===== config.mk =====
export PLATFORM = sky130hd
export DESIGN_NAME = lsu_port
export DESIGN_NICKNAME = d
export VERILOG_FILES = /design/src/mem_pkg.sv /design/src/lsu_port.sv
export VERILOG_INCLUDE_DIRS = /design/src
export SDC_FILE = /design/constraint.sdc
export NUM_CORES = 1
export LEC_CHECK = 0
export ABC_AREA = 1
export BUFFER_PORTS_ARGS = -buffer_cell sky130_fd_sc_hd__buf_2
export CAP_MARGIN = 20
export CELL_PAD_IN_SITES_DETAIL_PLACEMENT = 1
export CELL_PAD_IN_SITES_GLOBAL_PLACEMENT = 1
export CORE_MARGIN = 10
export CORE_UTILIZATION = 36
export CTS_CLUSTER_DIAMETER = 50
export DETAILED_ROUTE_END_ITERATION = 12
export MAX_ROUTING_LAYER = met4
export PLACE_DENSITY_LB_ADDON = 0.1
export SETUP_SLACK_MARGIN = 0.3
export SLEW_MARGIN = 30
export SYNTH_ARGS = -nofsm -noshare
export SYNTH_HDL_FRONTEND = slang
export SYNTH_SLANG_ARGS = --single-unit
export TNS_END_PERCENT = 1

===== constraint.sdc =====
create_clock -name clk -period 7.7 [get_ports clk]
set_input_delay 1.54 -clock clk [delete_from_list [all_inputs] [get_ports clk]]
set_output_delay 1.54 -clock clk [all_outputs]
set_load 0.01 [all_outputs]

===== src/mem_defines.svh =====
/*
 * parameters of the memory subsystem
 * RAM depth, base address, data and instruction widths
 */
`ifndef MEM_DEFINES_SVH
`define MEM_DEFINES_SVH

// word-index width of the RAM
`define MEM_ADDR_BITS 8
`define MEM_WORDS (1 << `MEM_ADDR_BITS)

// byte address of the first RAM word
`define MEM_BASE 64'h0000_0000_8000_0000

// data path
`define XLEN 64
`define XLEN_BYTES (`XLEN / 8)
`define OFF_BITS 3

// instruction width
`define INST_W 32

`endif


===== src/mem_pkg.sv =====
/*
 * shared types of the memory subsystem
 * address, data, mask and index vectors, access size and arbiter enums,
 * port request and response structs
 */
`include "mem_defines.svh"

package mem_pkg;

    typedef logic [`XLEN-1:0]          addr_t;
    typedef logic [`XLEN-1:0]          word_t;
    typedef logic [`INST_W-1:0]        inst_t;
    typedef logic [`XLEN_BYTES-1:0]    bmask_t;
    typedef logic [`MEM_ADDR_BITS-1:0] ram_idx_t;

    typedef enum logic [1:0] {
        SZ_B,
        SZ_H,
        SZ_W,
        SZ_D
    } acc_size_e;

    // round-robin owner of the last grant
    typedef enum logic {
        PORT_FETCH,
        PORT_LSU
    } port_sel_e;

    typedef struct packed {
        logic      wr;
        acc_size_e size;
        logic      uns;
        addr_t     addr;
        word_t     wdata;
    } lsu_req_t;

    typedef struct packed {
        word_t rdata;
        logic  err;
    } lsu_rsp_t;

    typedef struct packed {
        inst_t inst;
        logic  err;
    } fetch_rsp_t;

    typedef struct packed {
        ram_idx_t idx;
        logic     we;
        bmask_t   mask;
        word_t    wdata;
    } ram_req_t;

endpackage


===== src/lsu_port.sv =====
/*
 * load/store port
 * alignment check, store byte mask and lane shift,
 * load lane select with zero or sign extension
 */
`include "mem_defines.svh"

module lsu_port (
    input  logic              clk,
    input  logic              rst,
    input  logic              req_valid,
    input  mem_pkg::lsu_req_t req,
    output logic              rsp_valid,
    output mem_pkg::lsu_rsp_t rsp,
    output logic              pend,
    output mem_pkg::ram_req_t ram_req,
    input  logic              gnt,
    input  logic              ret,
    input  mem_pkg::word_t    ram_rdata
);
    import mem_pkg::*;

    logic                 busy;
    logic                 accept;
    logic                 misaligned;
    bmask_t               mask_base;
    addr_t                off_addr;
    ram_req_t             ram_req_d;
    acc_size_e            size_q;
    logic                 uns_q;
    logic [`OFF_BITS-1:0] off_q;
    word_t                lane;
    word_t                load_data;

    // strobes while busy are dropped
    assign accept = req_valid && !busy;

    always_comb begin
        misaligned = 1'b0;
        mask_base  = '1;
        case (req.size)
            SZ_B: mask_base = 8'h01;
            SZ_H: begin
                misaligned = req.addr[0];
                mask_base  = 8'h03;
            end
            SZ_W: begin
                misaligned = |req.addr[1:0];
                mask_base  = 8'h0f;
            end
            default: misaligned = |req.addr[`OFF_BITS-1:0];
        endcase
    end

    assign off_addr        = req.addr - `MEM_BASE;
    assign ram_req_d.idx   = off_addr[`MEM_ADDR_BITS+`OFF_BITS-1:`OFF_BITS];
    assign ram_req_d.we    = req.wr;
    assign ram_req_d.mask  = mask_base << req.addr[`OFF_BITS-1:0];
    assign ram_req_d.wdata = req.wdata << {req.addr[`OFF_BITS-1:0], 3'b000};

    always_ff @(posedge clk) begin
        if (rst) begin
            busy <= 1'b0;
            pend <= 1'b0;
        end else if (accept && !misaligned) begin
            busy <= 1'b1;
            pend <= 1'b1;
        end else begin
            if (gnt) pend <= 1'b0;
            if (ret) busy <= 1'b0;
        end
    end

    always_ff @(posedge clk) begin
        if (accept && !misaligned) begin
            ram_req <= ram_req_d;
            size_q  <= req.size;
            uns_q   <= req.uns;
            off_q   <= req.addr[`OFF_BITS-1:0];
        end
    end

    // move the addressed lane down to bit 0
    assign lane = ram_rdata >> {off_q, 3'b000};

    always_comb begin
        case (size_q)
            SZ_B: load_data = uns_q ? {{(`XLEN-8){1'b0}}, lane[7:0]}
                                    : {{(`XLEN-8){lane[7]}}, lane[7:0]};
            SZ_H: load_data = uns_q ? {{(`XLEN-16){1'b0}}, lane[15:0]}
                                    : {{(`XLEN-16){lane[15]}}, lane[15:0]};
            SZ_W: load_data = uns_q ? {{(`XLEN-32){1'b0}}, lane[31:0]}
                                    : {{(`XLEN-32){lane[31]}}, lane[31:0]};
            default: load_data = lane;
        endcase
    end

    always_ff @(posedge clk) begin
        if (rst) rsp_valid <= 1'b0;
        else     rsp_valid <= ret || (accept && misaligned);
    end

    // zero data for stores and for misaligned access
    always_ff @(posedge clk) begin
        if (ret) begin
            rsp.rdata <= ram_req.we ? '0 : load_data;
            rsp.err   <= 1'b0;
        end else if (accept && misaligned) begin
            rsp.rdata <= '0;
            rsp.err   <= 1'b1;
        end
    end

endmodule


# Word-level counts from Yosys, hierarchy flattened
# Cells that the tools add are included.
[totals] reg_bits=155 latchBits=0 mem_bits_rw=0 mem_bits_ro=0 in_bits=201 out_inout_bits=148 elab_cells=46 n_memories=0
[classes] add_sub_neg=1 n_mul=0 div=0 order_cmp=0 eq_ne=4 shift=3 n_mux=13 n_bitwise=0 reduce_logical=13
[op_table] cell="64-bit 2-to-1 mux" count=4
[op_table] cell="64-bit case mux with 3 select lines" count=1
[op_table] cell="65-bit 2-to-1 mux" count=2
[op_table] cell="64-bit by 6-bit left shift with 64-bit output" count=1
[op_table] cell="64-bit by 6-bit >> shifter with 64-bit output" count=1
[op_table] cell="8-bit case mux with 3 select lines" count=1
[op_table] cell="11-bit by 1-bit subtractor with 11-bit output (second input constant)" count=1
[op_table] cell="8-bit by 3-bit left shift with 8-bit output" count=1
[op_table] cell="2-bit nonzero test" count=3
[op_table] cell="2-bit by 1-bit equality test with 1-bit output (second input constant)" count=2
[op_table] cell="2-bit equality test (second input constant)" count=2
[op_table] cell="2-bit logical NOT" count=2
[op_table] cell="1-bit 2-to-1 mux" count=4
[op_table] cell="1-bit logical AND" count=3
[op_table] cell="1-bit case mux with 3 select lines" count=1
[op_table] cell="3-bit OR reduction" count=1
[op_table] cell="1-bit logical NOT" count=2
[op_table] cell="2-bit OR reduction" count=1
[op_table] cell="1-bit logical OR" count=1

# Depth between registers and ports, before layout
[depth] ltp_word=5 depth_mapped=14 depth_no_buf=11

# Least setup slack after synthesis
# Ideal clock, no wire load.
[synth_path] kind="input to register" start="input req[65] (netlist bit)" end="register busy" setup_time_ps=78 t_arrival_ps=6247 path_slack_ps=1375 path_stages=8 path_buffers=1 cell_sequence="clkbuf_1 inv_2 nand2_1 nor2_1 o21ai_0 nor2_1 inv_1 a21oi_1"
[synth_via] elab_chain_cells=5 elab_cells_between_ends=7 cone_classes="mux (2); reduce/logical (5)"
[synth_rtl] item="start, declared" line_no="lsu_port.sv:12" source="input mem_pkg::lsu_req_t req,"
[synth_rtl] item="3-bit OR reduction / 2-bit OR reduction (equally long branches)" line_no="lsu_port.sv:51, lsu_port.sv:48"
[synth_rtl] item="1-bit case mux with 3 select lines *" line_no="lsu_port.sv:41" source="case (req.size)"
[synth_rtl] item="1-bit logical NOT *" line_no="lsu_port.sv:65" source="end else if (accept && !misaligned) begin"
[synth_rtl] item="1-bit logical AND *" line_no="lsu_port.sv:65"
[synth_rtl] item="1-bit 2-to-1 mux / 2-bit nonzero test (equally long branches)"
[synth_rtl] item="end signal, assigned" line_no="lsu_port.sv:63" source="busy <= 1'b0;"
[synth_rtl] item="end signal, assigned" line_no="lsu_port.sv:66" source="busy <= 1'b1;"
[synth_rtl] item="end signal, assigned" line_no="lsu_port.sv:70" source="if (ret) busy <= 1'b0;"
[synth_rtl] item="end, declared" line_no="lsu_port.sv:23" source="logic busy;"
# Mark *: on every way between the ends. The rest lies on a longest branch, timed or not.
# A chain may end at the register's enable or synchronous reset.

# Worst setup path in the final report
[layout_path] start="input req[65] (netlist bit)" end="register ram_req[48] (netlist bit), enable pin"
[layout_via] elab_chain_cells=4 elab_cells_between_ends=5 cone_classes="mux (1); reduce/logical (4)"
[layout_rtl] item="3-bit OR reduction / 2-bit OR reduction (equally long branches)" line_no="lsu_port.sv:51, lsu_port.sv:48"
[layout_rtl] item="1-bit case mux with 3 select lines *" line_no="lsu_port.sv:41"
[layout_rtl] item="1-bit logical NOT *" line_no="lsu_port.sv:75" source="if (accept && !misaligned) begin"
[layout_rtl] item="1-bit logical AND *" line_no="lsu_port.sv:75"
[layout_rtl] item="end signal, assigned" line_no="lsu_port.sv:76" source="ram_req <= ram_req_d;"
[layout_rtl] item="end, declared" line_no="lsu_port.sv:16" source="output mem_pkg::ram_req_t ram_req,"
# Marked as above.

==> run metrics <==
TritonRoute pass-1 iters=5; clock net sink count=155; final hold vios=0; top post-synthesis cells by area=sky130_fd_sc_hd__edfxtp_1 50%, sky130_fd_sc_hd__nand2_1 13%, sky130_fd_sc_hd__o21ai_0 6.9%; share of cells above drive strength 1=0.295; Lkg Pwr=5.31 nW; latest clock arrival within the worst-skew pair=440 ps; part of the cycle the worst path needs=0.538; count of yosys warnings during synthesis=0; Top Family by Delay on Critical Path=buffers and inverters; IR Drop Worst-Case VDD=0.106 mV; fmax=242 MHz; total of flip-flops plus latches after synthesis=155; buffers plus inverters on the worst setup path=4; PwrDens=206 nW/µm²; H-tree depth=4; share of synthesized area occupied by flip-flops and latches=0.504; count of unresolved DRC violations after routing=0; register-to-register setup slack=4210 ps; Resized Gates After CTS=0; drt via density=5.12; Total Power=0.00234 W; critical path fanouts, max=62; post-synth design cell area=9160 µm²; proportion of netlist area held by the largest area contributor=0.495; top flip-flop cell by instance count after synthesis=sky130_fd_sc_hd__edfxtp_1; number of inserted filler cells in the final layout=3,137; average cell area after synthesis=8.36 µm²; fraction of power consumed by combinational cells=0.187; Synth Net Count=1,296; initial antenna violation count=3; TritonCTS clock tree=yes; Rel. slew slack=0.413; list of cells traversed by the critical path=buf_2 > inv_2 > buf_4 > nand2_1 > nor2_1 > o21ai_0 > nor2_4 > buf_4; path class of the lowest-slack min-delay path=reg2reg; internal power component=0.00164 W; placed standard-cell area=10,700 µm²; launching element of the worst setup path=req[65]; number of buffers inserted during clock tree synthesis=17; clock tree root buffer cell=sky130_fd_sc_hd__clkbuf_16; Floorplan Core Area=25,100 µm²; # IOs=349; Post-Syn Instances=1,095; finished layout cell area=11,300 µm²; most frequent cell on the critical path=sky130_fd_sc_hd__buf_4; number of max-slew violations in the final report=0; dpl ws=3100 ps; Die Ht=179 µm; Critical Path Sink Type=flip-flop; Hold Buf Count CTS=0; Starting Density=0.365; worst setup path endpoint=ram_req[48]; Tot GR Track Use=0.207; library cell with the largest summed area after synthesis=sky130_fd_sc_hd__edfxtp_1; Worst path max stage delay=760 ps; critical path type=in2reg; status=complete, no violations; number of global-route vias before repair=9,018; maximum capacitance violations=0; Port Buf Inserts=295; # setup viols final=0; overall die width=179 µm; final worst path period need=4140 ps; count of distinct cell types in the synthesized netlist=33; setup repair bufs after CTS=0; actual slew at the worst max-slew pin=881 ps; data arrival time of the worst path=4190 ps; pin count of the biggest net entering global routing=78; Std-Cell Rows=58; Fin Setup TNS=0 ps; half-perimeter wire length after placement=24,500 µm; average wire per cell in the routed design=19.9 µm; share of power burned in registers=0.438; R2R depth=8; die area=32,200 µm²; clock network fraction of design power=0.376; Worst R2R End=rsp[47]; most frequent cell after synthesis=sky130_fd_sc_hd__nand2_1; global-route wire length before repair=52,200 µm; Final Worst Setup Slack=3560 ps; Max Buffers Root-to-Sink=2; Final Skew=17.7 ps; layout-stage area growth over the synthesis result=23.8%; origin of the worst min-delay path=rsp[0]; Antenna Violating Nets Remaining=0; Levels on crit path=8; NetSw=0.000705 W; unrepaired setup endpoints after global routing=false; total via count in the routed design=8,646; switching part of the total power=0.301; share of synthesized registers carrying an async set or reset=0; Iter 0 DRT Violations=425; worst endpoint required time=7750 ps; worst reg2reg startpoint=off_q[1]; CTS clk-pin slew, worst paths=60 ps; slowest stage cell on the critical path=sky130_fd_sc_hd__buf_4; EDFF count, synth=151; top cells by count, synth=311 x sky130_fd_sc_hd__nand2_1, 151 x sky130_fd_sc_hd__edfxtp_1, 127 x sky130_fd_sc_hd__o21ai_0; routed wire length=33,600 µm; startpoint class of the critical path=input pin; routability congestion estimate from global placement=0.864; number of nets in the finished design=1,543; overflow left after global routing=0
power by group through the flow:
stage | Combinational [W] | Sequential, W | Clock, W
after floorplan | 0.000228 | 0.00108 | 0
after global placement | 0.000435 | 0.00104 | 0
after detailed placement | 0.000440 | 0.00104 | 0
after CTS | 0.000442 | 0.00102 | 0.000891
after global routing | 0.000490 | 0.00103 | 0.000931
final | 0.000437 | 0.00102 | 0.000879
placed cells by master, fill, tap and decap left out, types with 2 or more instances in the layout:
cell	count
sky130_fd_sc_hd__nand2_1	310
sky130_fd_sc_hd__buf_2	295
sky130_fd_sc_hd__edfxtp_1	151
sky130_fd_sc_hd__o21ai_0	127
sky130_fd_sc_hd__inv_1	96
sky130_fd_sc_hd__nand3_1	78
sky130_fd_sc_hd__nor2_1	66
sky130_fd_sc_hd__a21oi_1	43
sky130_fd_sc_hd__nor3_2	30
sky130_fd_sc_hd__o211ai_1	27
sky130_fd_sc_hd__mux2i_1	20
sky130_fd_sc_hd__clkbuf_16	17
sky130_fd_sc_hd__buf_4	13
sky130_fd_sc_hd__or2_2	12
sky130_fd_sc_hd__o21ai_1	9
sky130_fd_sc_hd__o22ai_1	8
sky130_fd_sc_hd__nand2_2	5
sky130_fd_sc_hd__nand3_2	5
sky130_fd_sc_hd__inv_6	5
sky130_fd_sc_hd__a31oi_1	4
sky130_fd_sc_hd__nor3_1	4
sky130_fd_sc_hd__dfxtp_1	4
sky130_fd_sc_hd__clkinvlp_4	4
sky130_fd_sc_hd__diode_2	3
sky130_fd_sc_hd__inv_2	3
sky130_fd_sc_hd__clkinv_2	2
sky130_fd_sc_hd__nand2_4	2
sky130_fd_sc_hd__inv_8	2
sky130_fd_sc_hd__clkbuf_1	2
sky130_fd_sc_hd__bufinv_16	2
worst min path at each step:
| stage | end | depth (start not counted) |
|---|---|---|
| after floorplan | busy | 2 |
| after global placement | rsp[0] | 2 |
| after detailed placement | rsp[0] | 2 |
| after CTS | rsp[0] | 2 |
| after global routing | pend | 2 |
| final | rsp[0] | 2 |
kinds of logic after synthesis:
| kind of cell | count (synthesis) | synth area share |
|---|---|---|
| multiplexers | 20 | 0.0219 |
| flip-flops | 155 | 0.504 |
| buffers and inverters | 183 | 0.0883 |
| AND/OR/NAND/NOR | 515 | 0.254 |
| AO/OA/AOI/OAI | 222 | 0.131 |
registers in the layout (all words and copies together), names as in the netlist:
name and flops:
ram_req 81, rsp 65, off_q 3, size_q 2, busy 1, pend 1, rsp_valid 1, uns_q 1
final cells by class:
type | count | area, µm² | area share
Antenna cell | 3 | 7.51 | 0.000662
Clock buffer | 19 | 433 | 0.0382
Clock inverter | 13 | 156 | 0.0138
Inverter | 103 | 392 | 0.0346
Multi-Input combinational cell | 757 | 3740 | 0.330
Sequential cell | 155 | 4610 | 0.407
Tap cell | 330 | 413 | 0.0364
Timing Repair Buffer | 308 | 1570 | 0.139
routing by layer:
layer	share of wire	vias to the layer above	wire, µm	track usage
met3	0.052	35	1730	0.0418
met5	0	-	0	-
met4	0.015	0	519	0.0559
met1	0.46	4182	15400	0.264
li1	-	4188	-	-
met2	0.47	241	15900	0.330
worst reg2reg max path, delay by kind of cell, from the launching register on:
family        cells  cell delay [ps]
simple gates      6             1520
buf+inv           2             1340
flops             1              320
through the flow:
stage / util / hold slack [ps] / cells
after detailed placement: 0.427 / 456 / 1653
after CTS: 0.451 / 466 / 1685
after floorplan: - / 438 / 1095
final: 0.451 / 457 / 1688
after global placement: 0.427 / 439 / 1653
after global routing: 0.451 / 491 / 1688
(Power assumes the default switching activity.)
