$ cat src/mem_defines.svh
/*
 * parameters of the memory subsystem
 * RAM depth, base address, data and instruction widths
 */
`ifndef MEM_DEFINES_SVH
`define MEM_DEFINES_SVH

// word-index width of the RAM
`define MEM_ADDR_BITS 8
`define MEM_WORDS (1 << `MEM_ADDR_BITS)

// byte address of the first RAM word
`define MEM_BASE 64'h0000_0000_8000_0000

// data path
`define XLEN 64
`define XLEN_BYTES (`XLEN / 8)
`define OFF_BITS 3

// instruction width
`define INST_W 32

`endif

$ cat src/mem_pkg.sv
/*
 * shared types of the memory subsystem
 * address, data, mask and index vectors, access size and arbiter enums,
 * port request and response structs
 */
`include "mem_defines.svh"

package mem_pkg;

    typedef logic [`XLEN-1:0]          addr_t;
    typedef logic [`XLEN-1:0]          word_t;
    typedef logic [`INST_W-1:0]        inst_t;
    typedef logic [`XLEN_BYTES-1:0]    bmask_t;
    typedef logic [`MEM_ADDR_BITS-1:0] ram_idx_t;

    typedef enum logic [1:0] {
        SZ_B,
        SZ_H,
        SZ_W,
        SZ_D
    } acc_size_e;

    // round-robin owner of the last grant
    typedef enum logic {
        PORT_FETCH,
        PORT_LSU
    } port_sel_e;

    typedef struct packed {
        logic      wr;
        acc_size_e size;
        logic      uns;
        addr_t     addr;
        word_t     wdata;
    } lsu_req_t;

    typedef struct packed {
        word_t rdata;
        logic  err;
    } lsu_rsp_t;

    typedef struct packed {
        inst_t inst;
        logic  err;
    } fetch_rsp_t;

    typedef struct packed {
        ram_idx_t idx;
        logic     we;
        bmask_t   mask;
        word_t    wdata;
    } ram_req_t;

endpackage

$ cat src/fetch_port.sv
/*
 * instruction fetch port
 * 4-byte alignment check, read-only RAM requests, half-word select
 */
`include "mem_defines.svh"

module fetch_port (
    input  logic                clk,
    input  logic                rst,
    input  logic                req_valid,
    input  mem_pkg::addr_t      req_addr,
    output logic                rsp_valid,
    output mem_pkg::fetch_rsp_t rsp,
    output logic                pend,
    output mem_pkg::ram_req_t   ram_req,
    input  logic                gnt,
    input  logic                ret,
    input  mem_pkg::word_t      ram_rdata
);
    import mem_pkg::*;

    logic     busy;
    logic     accept;
    logic     misaligned;
    addr_t    off_addr;
    ram_idx_t idx_q;
    logic     hi_q;

    assign accept     = req_valid && !busy;
    assign misaligned = |req_addr[1:0];
    assign off_addr   = req_addr - `MEM_BASE;

    // never writes
    assign ram_req.idx   = idx_q;
    assign ram_req.we    = 1'b0;
    assign ram_req.mask  = '0;
    assign ram_req.wdata = '0;

    always_ff @(posedge clk) begin
        if (rst) begin
            busy <= 1'b0;
            pend <= 1'b0;
        end else if (accept && !misaligned) begin
            busy <= 1'b1;
            pend <= 1'b1;
        end else begin
            if (gnt) pend <= 1'b0;
            if (ret) busy <= 1'b0;
        end
    end

    always_ff @(posedge clk) begin
        if (accept && !misaligned) begin
            idx_q <= off_addr[`MEM_ADDR_BITS+`OFF_BITS-1:`OFF_BITS];
            hi_q  <= req_addr[2];
        end
    end

    always_ff @(posedge clk) begin
        if (rst) rsp_valid <= 1'b0;
        else     rsp_valid <= ret || (accept && misaligned);
    end

    always_ff @(posedge clk) begin
        if (ret) begin
            rsp.inst <= hi_q ? ram_rdata[`XLEN-1 -: `INST_W] : ram_rdata[`INST_W-1:0];
            rsp.err  <= 1'b0;
        end else if (accept && misaligned) begin
            rsp.inst <= '0;
            rsp.err  <= 1'b1;
        end
    end

endmodule

$ cat config.mk
export PLATFORM = sky130hd
export DESIGN_NAME = fetch_port
export DESIGN_NICKNAME = d
export VERILOG_FILES = /design/src/mem_pkg.sv /design/src/fetch_port.sv
export VERILOG_INCLUDE_DIRS = /design/src
export SDC_FILE = /design/constraint.sdc
export NUM_CORES = 1
export LEC_CHECK = 0
export ABC_CLOCK_PERIOD_IN_PS = 4300
export CAP_MARGIN = 10
export CORE_MARGIN = 10
export CORE_UTILIZATION = 41
export CTS_BUF_LIST = sky130_fd_sc_hd__clkbuf_2
export CTS_CLUSTER_DIAMETER = 30
export DETAILED_ROUTE_END_ITERATION = 6
export DONT_BUFFER_PORTS = 1
export PLACE_DENSITY = 0.55
export SYNTH_ARGS = -nofsm -noshare
export SYNTH_HDL_FRONTEND = slang
export SYNTH_SLANG_ARGS = --single-unit
$ cat constraint.sdc
create_clock -name clk -period 4.3 [get_ports clk]
set_input_delay 0.215 -clock clk [delete_from_list [all_inputs] [get_ports clk]]
set_output_delay 0.215 -clock clk [all_outputs]
set_load 0.1 [all_outputs]
# --- Word level (Yosys, flattened, before mapping) ---
# Cells that the tools add are included.
word_totals:
  inputBits: 133
  regBits: 45
classes:
  mux: 7
  n_addsub: 1
  n_reduce_logical: 10
ops:
  columns: ["cell", "n"]
  rows:
  - ["two-way mux 33 bit", 2]
  - ["two-way mux 32 bit", 1]
  - ["subtractor 11 x 1 -> 11 bit, second input constant", 1]
  - ["nonzero test 2 bit", 3]
  - ["two-way mux 1 bit", 4]
  - ["logical AND 1 bit", 3]
  - ["zero test 1 bit", 2]
  - ["OR reduction 2 bit", 1]
  - ["logical OR 1 bit", 1]

# --- Depth between registers and ports, before layout ---
# Gate-level depths: netlist (run 1).
depth:
  ltp_word: 5
  ltp_mapped: 4
  mapped_depth_nobuf: 3

# --- Worst setup path before layout (run 1) ---
# Ideal clock, no wire load.
synth_path:
  kind: "reg-to-reg"
  start: "register busy"
  end: "register rsp[10] in the netlist's numbering (enable)"
  arrival_ps: 1267
  path_slack_ps: 2644
  setup_time_ps: 389
  path_stages_with_launch: 4
  cell_sequence: "dfxtp_1 -> nor2b_1 -> o21ai_0 -> nand2_1"
synth_between:
  elab_chain_cells: 4
synth_rtl:
  columns: ["element", "line_no", "source"]
  rows:
  - ["start: declaration", "fetch_port.sv:22", "logic busy;"]
  - ["start signal: assignment", "fetch_port.sv:41", "busy <= 1'b0;"]
  - ["start signal: assignment", "fetch_port.sv:44", "busy <= 1'b1;"]
  - ["start signal: assignment", "fetch_port.sv:48", "if (ret) busy <= 1'b0;"]
  - ["zero test 1 bit", "fetch_port.sv:29", "assign accept = req_valid && !busy;"]
  - ["logical AND 1 bit", "fetch_port.sv:29", null]
  - ["logical AND 1 bit", "fetch_port.sv:68", "end else if (accept && misaligned) begin"]
  - ["nonzero test 2 bit (no line)", null, null]
  - ["end: declaration", "fetch_port.sv:13", "output mem_pkg::fetch_rsp_t rsp,"]
# No other way between the ends.
# A chain may end at the register's enable or synchronous reset.

# --- Final worst setup path (run 1) ---
layout_path:
  start: "register hi_q"
  end: "register rsp[19] in the netlist's numbering (data pin)"
layout_between:
  elab_chain_cells: 2
layout_rtl:
  columns: ["element", "line_no", "source"]
  rows:
  - ["start: declaration", "fetch_port.sv:27", "logic hi_q;"]
  - ["start signal: assignment", "fetch_port.sv:55", "hi_q <= req_addr[2];"]
  - ["two-way mux 32 bit", "fetch_port.sv:66", "rsp.inst <= hi_q ? ram_rdata[`XLEN-1 -: `INST_W] : ram_rdata[`INST_W-1:0];"]
  - ["two-way mux 33 bit", "fetch_port.sv:65", "if (ret) begin"]
# No other way between the ends.

==> flow_summary_export.csv, run 1 <==
group,metric,value,unit
run_status,outcome,"completed",
floorplanning,coreArea,0.00585,mm2
worst_setup_path,crit_path_end,"rsp[19]",
synth,synth_edf_count,41,
floorplanning,rows,28,
place,dp_hpwl,4480,um
finish,area_growth,8.07,%
worst_setup_path,cp-startpoint,"hi_q",
cts,clkSinkCount,45,
power_and_ir_drop,p_leak,1.19,nW
synth,synth-seq-cells,45,
routing,dr.first_iter.drc_count,16,
synth,synth.distinct_cells,17,
cts,clock_latency,400,ps
synth,yosysWarnings,0,
worst_setup_path,endpoint_kind,"flop",
routing,drc,0,
floorplanning,die_area,0.00947,mm2
synth,synth_top_area_share,50.2,%
power_and_ir_drop,power.density,526,mW/mm2
finish,multi_input_area,767,um2
finish,n_antenna_cell,0,
floorplanning,initial_utilization,41.9,%
timing,finalMaxSlewViolations,0,
global_route,grt_pass1_wl,8380,um
global_route,track_usage,11.0,%
synth,synth_area_per_cell,12.0,um2
timing,tightest_slew,988,ps
synth,yosysMostFrequentCell,"buf_4",
worst_setup_path,critPathKind,"reg2reg",
finish,fill_cells,538,
worst_setup_path,reg2reg_to,"rsp[19]",
timing,rsz0062_at_grt,"no",
routing,dr_total_vias,1317,
cts,clkTransAtPathRegs,230,ps
worst_setup_path,reg2reg_from,"hi_q",
routing,ant_nets,0,
worst_setup_path,worstRegToRegCells,4,
synth,ys_top_cells_by_count,"73 x buf_4, 41 x edfxtp_1, 33 x nor2_1",
cts,cts_tree,"built",
timing,max_freq,402,MHz
synth,yosysTopAreaCell,"edfxtp_1",
routing,wl_per_cell,18.3,um
power_and_ir_drop,peakVddDrop,251,uV
global_route,grt_pass1_vias,1500,
finish,drive_gt1_share,4.55,%
timing,finClkSkew,20.6,ps
routing,via_per_inst,4.15,
worst_setup_path,ff2ff_setup_slack,1810,ps
worst_hold_path,holdCritPathClass,"in2reg",
synth,ys_seq_area_share,53.5,%
flow_run,maxCapViolations,0,
synth,synth_cells,204,
global_route,antenna_found_initial,0,
routing,wirelength,5810,um
cts,cts_buffers,5,
finish,regArea,0.00131,mm2
synth,netlist_area,0.00245,mm2
floorplanning,die_x,97.3,um
worst_setup_path,worst_ep_required_time,4450,ps
synth,synth_area_leaders,"edfxtp_1 50%, buf_4 22%, mux2i_1 13%, nor2_1 5.1%, dfxtp_1 3.3%",
routing,drtPass1Iterations,4,
power_and_ir_drop,power,1.39,mW
global_route,overflow,0,
timing,setup_viol,0,
worst_setup_path,crit_arrival,2640,ps
floorplanning,io_pins,249,
timing,slew_headroom,34.0,%
worst_setup_path,crit_path_start_kind,"flop",
floorplanning,die_y,97.3,um
place,port_buffers,0,
timing,layout_min_cycle_time,2490,ps
cts,htreeDepth,2,
worst_setup_path,crit_path_max_fanout,17,
timing,fin_tns_setup,0,ps
synth,async_flop_share,0,%
timing,holdWs,44.1,ps
timing,period_share,57.8,%
global_route,grt_max_degree,36,
synth,synthFlopType,"edfxtp_1",
finish,final_nets,374,
place,gp_congestion,0.659,
cts,cts_setup_buffers,0,
cts,cts-resized-gates,0,
cts,cts-root-buf,"clkbuf_2",
timing,hold_viol_final,0,
cts,clock_path_buffers,2,
## routing by layer
layer	GRT usage [%]	wire length [um]
met5	0	0
met2	19.0	2990
met3	6.90	675
met1	10.5	2080
met4	3.69	70
## cell usage in the layout (no fill, tap or decap)
master | Yosys | routed
buf_4 | 73 | 2
dlygate4sd3_1 | 0 | 36
clkbuf_2 | 0 | 5
mux2i_1 | 32 | 32
inv_2 | 1 | 1
nand2b_1 | 1 | 1
a21oi_1 | 4 | 4
dfxtp_1 | 4 | 4
edfxtp_1 | 41 | 41
conb_1 | 1 | 73
bufinv_16 | 0 | 2
clkinv_2 | 0 | 1
nor2b_1 | 1 | 1
o21ai_0 | 1 | 1
nor2_1 | 33 | 33
nand2_1 | 3 | 3
inv_1 | 2 | 2
## sequential cells by signal, indices dropped and copies added (netlist names)
register and cells:
rsp 33, idx_q 8, busy 1, hi_q 1, pend 1, rsp_valid 1
## power breakdown
group | switching [mW] | internal (mW)
registers | 0.236 | 0.516
clock network | 0.133 | 0.156
logic | 0.312 | 0.0395
## through the flow
step | instance area [um2] | cells | worst slack [ps] | util [%]
floorplan | 2720 | 276 | 2640 | -
global placement | 2200 | 273 | 2300 | 37.6
detailed placement | 2200 | 273 | 2280 | 37.6
CTS | 2520 | 304 | 1800 | 43.0
global route | 2650 | 317 | 1640 | 45.3
finish | 2650 | 317 | 1810 | 45.3
## final cells by class
| class | count | area share, % |
|---|---|---|
| clock inverter | 3 | 2.46 |
| multi-input combinational | 148 | 29.0 |
| inverter | 3 | 0.425 |
| timing repair buffer | 38 | 14.2 |
| sequential | 45 | 49.5 |
| tap | 75 | 3.54 |
| clock buffer | 5 | 0.945 |
## critical path, stage by stage, from the launching register on
cell and delay (ps):
edfxtp_1 1010, buf_4 420, mux2i_1 210, dlygate4sd3_1 560, nor2_1 40
## what timing repair did
item	CTS	global route
hold buffers	23	13
endpoints found under the hold margin	19	8
setup endpoints to repair	0	0
## worst min path at each step
stage	from	endpoint	depth (start not counted)
floorplan	rst	busy	1
global placement	ret	rsp[0]	1
detailed placement	rst	rsp_valid	1
CTS	ram_rdata[39]	rsp[8]	2
global route	ram_rdata[46]	rsp[15]	2
finish	ram_rdata[4]	rsp[5]	2
## logic make-up (layout without fill, tap and decap cells)
kind of cell / count (synthesis) / after routing / share of synthesized area (%)
buf+inv: 83 / 49 / 26.2
compound gates: 5 / 5 / 1.02
flops: 45 / 45 / 53.5
mux: 32 / 32 / 13.1
other cells: 1 / 73 / 0.153
simple gates: 38 / 38 / 6.02
Power figures use the tool's default switching activity.
==> run 2: changes to the inputs <==
--- a/config.mk
+++ b/config.mk
@@ -6,7 +6,8 @@
 export SDC_FILE = /design/constraint.sdc
 export NUM_CORES = 1
 export LEC_CHECK = 0
-export ABC_CLOCK_PERIOD_IN_PS = 4300
+export ABC_AREA = 1
+export ABC_CLOCK_PERIOD_IN_PS = 2150
 export CAP_MARGIN = 10
 export CORE_MARGIN = 10
 export CORE_UTILIZATION = 41
@@ -14,7 +15,7 @@
 export CTS_CLUSTER_DIAMETER = 30
 export DETAILED_ROUTE_END_ITERATION = 6
 export DONT_BUFFER_PORTS = 1
-export PLACE_DENSITY = 0.55
+export PLACE_DENSITY = 0.57
 export SYNTH_ARGS = -nofsm -noshare
 export SYNTH_HDL_FRONTEND = slang
 export SYNTH_SLANG_ARGS = --single-unit
==> constraint.sdc (replaced) <==
create_clock -name clk -period 2.15 [get_ports clk]
set_input_delay 0.1075 -clock clk [delete_from_list [all_inputs] [get_ports clk]]
set_output_delay 0.1075 -clock clk [all_outputs]
set_load 0.1 [all_outputs]
==> flow_summary_export.csv, run 2 <==
group,metric,value,unit
run_status,outcome,"completed",
worst_hold_path,holdCritPathClass,"in2reg",
floorplanning,coreArea,0.00589,mm2
place,place_area,0.00246,mm2
finish,n_antenna_cell,0,
timing,setup_viol,0,
cts,clkSinkCount,45,
power_and_ir_drop,p_leak,1.52,nW
finish,final_common_cell,"dlygate4sd3_1",
place,gp_congestion,0.717,
routing,drc,0,
cts,cts_setup_buffers,0,
synth,synth-adder-area-share,0,%
finish,drive_gt1_share,17.0,%
floorplanning,rows,28,
finish,regMostFlops,"rsp",
place,port_buffers,0,
synth,ys_top_cells_by_count,"76 x buf_4, 52 x nor2_1, 41 x edfxtp_1",
synth,synth_area_leaders,"edfxtp_1 50%, buf_4 23%, nor2_1 7.9%, o21ai_1 5.4%, nor2_2 3.5%",
cts,clock_path_buffers,2,
routing,wl_per_cell,16.2,um
synth,synth-seq-cells,45,
cts,htreeDepth,2,
power_and_ir_drop,p_sw_share,51.5,%
power_and_ir_drop,seq_power_share,43.7,%
place,dp.cells,343,
synth,synth_top_area_share,49.6,%
cts,cts_hold_buffers,82,
floorplanning,die_area,0.00956,mm2
routing,via_per_inst,4.30,
timing,tightest_slew,916,ps
synth,ys_seq_area_share,52.9,%
floorplanning,die_x,97.8,um
routing,drtPass1Iterations,4,
timing,fin_tns_setup,0,ps
synth,yosysTopAreaCell,"edfxtp_1",
synth,yosysMostFrequentCell,"buf_4",
timing,hold_viol_final,0,
cts,cts-resized-gates,0,
power_and_ir_drop,power.density,803,mW/mm2
global_route,grt_pass1_wl,10600,um
finish,reg.largest.list,"rsp x33, idx_q x8",
finish,stdcell_count,433,
power_and_ir_drop,p_int,1.30,mW
synth,synth_edf_count,41,
global_route,antenna_found_initial,0,
synth,synth-xor-area-share,0,%
synth,synth_mux_area_share,0,%
timing,max_freq,537,MHz
routing,dr.first_iter.drc_count,56,
finish,largest_register_ffs,33,
global_route,grt_max_degree,35,
timing,layout_min_cycle_time,1860,ps
finish,area_growth,34.4,%
worst_setup_path,crit_path_start_kind,"flop",
power_and_ir_drop,p_clk_share,12.6,%
floorplanning,initial_utilization,42.1,%
synth,synthFlopType,"edfxtp_1",
global_route,track_usage,13.6,%
finish,final_nets,490,
worst_setup_path,crit_path_max_fanout,32,
synth,synthSimpleGateAreaFrac,12.3,%
power_and_ir_drop,peakVddDrop,435,uV
timing,period_share,86.6,%
synth,yosysWarnings,0,
worst_setup_path,worst_ep_required_time,2420,ps
routing,ant_nets,0,
cts,cts_tree,"built",
global_route,grt_pass1_vias,2105,
cts,clkTransAtPathRegs,210,ps
global_route,overflow,0,
power_and_ir_drop,p_comb_share,43.7,%
cts,cts_buffers,5,
synth,synth_top_family_by_area,"buffers and inverters",
timing,rsz0062_at_grt,"no",
place,dp_hpwl,4880,um
timing,slew_headroom,39.1,%
flow_run,maxCapViolations,0,
routing,wirelength,7020,um
timing,finClkSkew,8.16,ps
floorplanning,die_y,97.8,um
synth,synth_cells,244,
synth,async_flop_share,0,%
worst_setup_path,critPathKind,"reg2reg",
finish,final_cell_mix,"81 x dlygate4sd3_1, 73 x conb_1, 52 x nor2_1",
worst_setup_path,crit_arrival,2140,ps
timing,finalMaxSlewViolations,0,
synth,netlist_area,0.00248,mm2
power_and_ir_drop,power_switching,1.38,mW
cts,clock_latency,390,ps
finish,design_area,0.00333,mm2
synth,synth-compound-area-share,7.72,%
finish,fin_util,56.6,%
cts,cts-root-buf,"clkbuf_2",
floorplanning,io_pins,249,
worst_setup_path,endpoint_kind,"flop",
synth,synth_area_per_cell,10.2,um2
synth,synth.distinct_cells,14,
routing,dr_total_vias,1861,
==> run 2: metal layers <==
metal	part of all wire, %	vias up	GRT usage [%]
met5	0	-	0
met4	1.6	0	5.15
met3	8.0	10	5.14
met2	53	116	24.9
met1	37	860	13.6
li1	-	875	-
==> run 2: power by group through the flow <==
stage               Sequential, mW  Clock, mW  Combinational (mW)
floorplan                     1.50          0               0.740
global placement              1.19          0                1.02
detailed placement            1.19          0                1.02
CTS                           1.17      0.361                1.16
global route                  1.18      0.394                1.21
finish                        1.17      0.337                1.17
==> run 2: final cells by class <==
| class | instances | area (um2) |
|---|---|---|
| well taps | 75 | 93.8 |
| fillers | 517 | 2550 |
| flip-flops and latches | 45 | 1310 |
| multi-input cells | 181 | 771 |
| repair buffers | 116 | 1090 |
| inverters | 8 | 30.0 |
| clock buffers | 6 | 30.0 |
| clock inverters | 2 | 10.0 |
==> run 2: logic make-up after synthesis <==
| kind of cell | Yosys count |
|---|---|
| and+or+nand+nor | 72 |
| AOI/OAI and AO/OA | 36 |
| other | 1 |
| DFF | 45 |
| buffers and inverters | 90 |
==> run 2: path summary, 6_finish.rpt <==
check / start / endpoint / slack (ps) / depth (start not counted)
setup / recovery: hi_q / rsp[1] / 290 / 4
hold / removal: ret / rsp_valid / 50 / 3
setup reg to reg: hi_q / rsp[1] / 290 / 4
hold reg to reg: busy / idx_q[1] / 900 / 3
==> run 2: through the flow <==
| step | setup slack (ps) | hold WS, ps | power [mW] |
|---|---|---|---|
| 6_report | 287 | 54.2 | 2.68 |
| 5_1_grt | 176 | 46.5 | 2.78 |
| 4_1_cts | 236 | 21.5 | 2.69 |
| 3_5_place_dp | 814 | 180 | 2.22 |
| 3_3_place_gp | 882 | 178 | 2.21 |
| 2_1_floorplan | 554 | 177 | 2.24 |
==> run 2: critical path: stages, from the launching register on <==
cell and delay, ps:
edfxtp_1 440, inv_2 510, nor2_1 90, nor2_1 130, dlygate4sd3_1 560
==> run 3: changes to the inputs <==
--- a/config.mk
+++ b/config.mk
@@ -16,6 +16,7 @@
 export DETAILED_ROUTE_END_ITERATION = 6
 export DONT_BUFFER_PORTS = 1
 export PLACE_DENSITY = 0.57
+export RECOVER_POWER = 50
 export SYNTH_ARGS = -nofsm -noshare
 export SYNTH_HDL_FRONTEND = slang
 export SYNTH_SLANG_ARGS = --single-unit
==> constraint.sdc (replaced) <==
create_clock -name clk -period 2.15 [get_ports clk]
set_input_delay 0.1075 -clock clk [delete_from_list [all_inputs] [get_ports clk]]
set_output_delay 0.1075 -clock clk [all_outputs]
set_load 0.01 [all_outputs]
==> flow_summary_export.csv, run 3 (same netlist as run 2, synthesis figures left out) <==
group,metric,value,unit
place,port_buffers,0,
cts,htreeDepth,2,
timing,rsz0062_at_grt,"no",
worst_setup_path,crit_path_max_fanout,32,
floorplanning,io_pins,249,
cts,clkTransAtPathRegs,220,ps
routing,wl_per_cell,16.4,um
worst_setup_path,worst_ep_required_time,2420,ps
finish,drive_gt1_share,8.92,%
cts,cts-resized-gates,0,
routing,drtPass1Iterations,4,
global_route,grt_pass1_wl,10100,um
routing,wirelength,6570,um
global_route,antenna_found_initial,0,
routing,ant_nets,0,
timing,tightest_slew,737,ps
timing,max_freq,536,MHz
routing,drc,0,
worst_setup_path,cp_top_family,"buffers and inverters",
worst_setup_path,crit_chain,"inv_2 -> nor2_1 -> nor2_1 -> dlygate4sd3_1",
routing,via_per_inst,4.30,
flow_run,maxCapViolations,0,
worst_setup_path,crit_arrival,2140,ps
worst_setup_path,ff2ff_setup_slack,280,ps
cts,cts_tree,"built",
floorplanning,coreArea,0.00589,mm2
power_and_ir_drop,peakVddDrop,275,uV
cts,cts-root-buf,"clkbuf_2",
cts,clkSinkCount,45,
global_route,grt_pass1_vias,1902,
run_status,outcome,"completed",
worst_setup_path,crit_path_start_kind,"flop",
finish,area_growth,24.0,%
cts,cts_buffers,5,
timing,layout_min_cycle_time,1870,ps
floorplanning,rows,28,
worst_setup_path,crit_path_frequent_cell,"nor2_1",
floorplanning,initial_utilization,42.1,%
global_route,track_usage,12.9,%
timing,setup_viol,0,
timing,fin_tns_setup,0,ps
worst_hold_path,min_from,"req_addr[0]",
power_and_ir_drop,power.density,559,mW/mm2
finish,final_common_cell,"dlygate4sd3_1",
floorplanning,die_x,97.8,um
worst_hold_path,holdPathEnd,"idx_q[7]",
worst_setup_path,slowest_delay,560,ps
worst_hold_path,holdCritPathClass,"in2reg",
place,dp_hpwl,4770,um
cts,clock_path_buffers,2,
cts,clock_latency,390,ps
finish,n_antenna_cell,0,
finish,regMostFlops,"rsp",
place,gp_congestion,0.708,
timing,finalMaxSlewViolations,0,
worst_setup_path,endpoint_kind,"flop",
global_route,grt_max_degree,35,
floorplanning,die_area,0.00956,mm2
worst_hold_path,hold_path_depth,3,
floorplanning,die_y,97.8,um
routing,dr_total_vias,1721,
worst_setup_path,reg2reg_from,"hi_q",
finish,final_cell_mix,"79 x dlygate4sd3_1, 73 x conb_1, 52 x nor2_1",
finish,largest_register_ffs,33,
routing,dr.first_iter.drc_count,64,
worst_setup_path,reg2reg_to,"rsp[11]",
cts,cts_setup_buffers,0,
power_and_ir_drop,p_leak,1.36,nW
timing,slew_headroom,50.9,%
worst_setup_path,cpMaxStageDelayCell,"dlygate4sd3_1",
finish,final_nets,457,
finish,reg.largest.list,"rsp x33, idx_q x8",
timing,period_share,86.8,%
timing,hold_viol_final,0,
timing,finClkSkew,15.9,ps
worst_setup_path,worstRegToRegCells,4,
finish,fin_util,52.3,%
global_route,overflow,0,
worst_setup_path,critPathKind,"reg2reg",
worst_setup_path,worst-path-buf-inv,2,
[run 3: cell types whose count changed in the layout (fill, tap and decap cells not counted), sizes merged]
cell / delta
buf: -32
clkbuf: +1
dlygate4sd3: -2
[run 3: layout make-up]
class	instances	area, um2
Tap cell	75	93.8
Sequential cell	45	1310
Inverter	8	30.0
Fill cell	508	2810
Timing Repair Buffer	83	830
Clock inverter	2	10.0
Multi-Input combinational cell	181	771
Clock buffer	6	30.0
[run 3: per-stage QoR]
| stage | instance area [um2] | cells | total power [mW] | hold WS, ps | worst slack [ps] |
|---|---|---|---|---|---|
| global route | 3080 | 400 | 1.81 | 217 | 104 |
| finish | 3080 | 400 | 1.72 | 227 | 283 |
| floorplan | 2750 | 316 | 1.34 | 177 | 554 |
| global placement | 2230 | 312 | 1.26 | 178 | 855 |
| CTS | 3080 | 400 | 1.74 | 176 | 277 |
| detailed placement | 2230 | 312 | 1.26 | 180 | 837 |
[run 3: report_power, final]
part | total, mW | switching [mW] | internal [mW]
Combinational | 0.289 | 0.155 | 0.134
Sequential | 1.09 | 0.0609 | 1.03
Clock | 0.341 | 0.259 | 0.0820
Total | 1.72 | 0.475 | 1.25
[run 3: worst max path at each step]
stage / startpoint / to / slack (ps) / cells after the start
2_1_floorplan: busy / rsp[10] / 550 / 3
3_3_place_gp: hi_q / rsp[7] / 860 / 3
3_5_place_dp: hi_q / rsp[11] / 840 / 3
4_1_cts: hi_q / rsp[11] / 280 / 4
5_1_grt: hi_q / rsp[24] / 100 / 4
6_report: hi_q / rsp[11] / 280 / 4
[run 3: layer usage]
layer	track usage, %	routed length, um	share of wire, %	up-vias
met5	0	0	0	-
met4	3.91	75	1.1	0
met3	4.93	611	9.3	5
met2	22.7	3400	52	119
met1	14.0	2480	38	790
li1	-	-	-	807
[run 3: repair_timing]
| action | CTS | global route |
|---|---|---|
| endpoints found under the setup margin | 0 | 0 |
| hold buffers | 80 | 0 |
| hold endpoints to repair | 45 | 0 |
[run 3: worst register-to-register path, delay by kind of cell (launching register included)]
kind	cells	cell delay, ps
buf+inv	2	1080
flops	1	450
simple gates	2	230
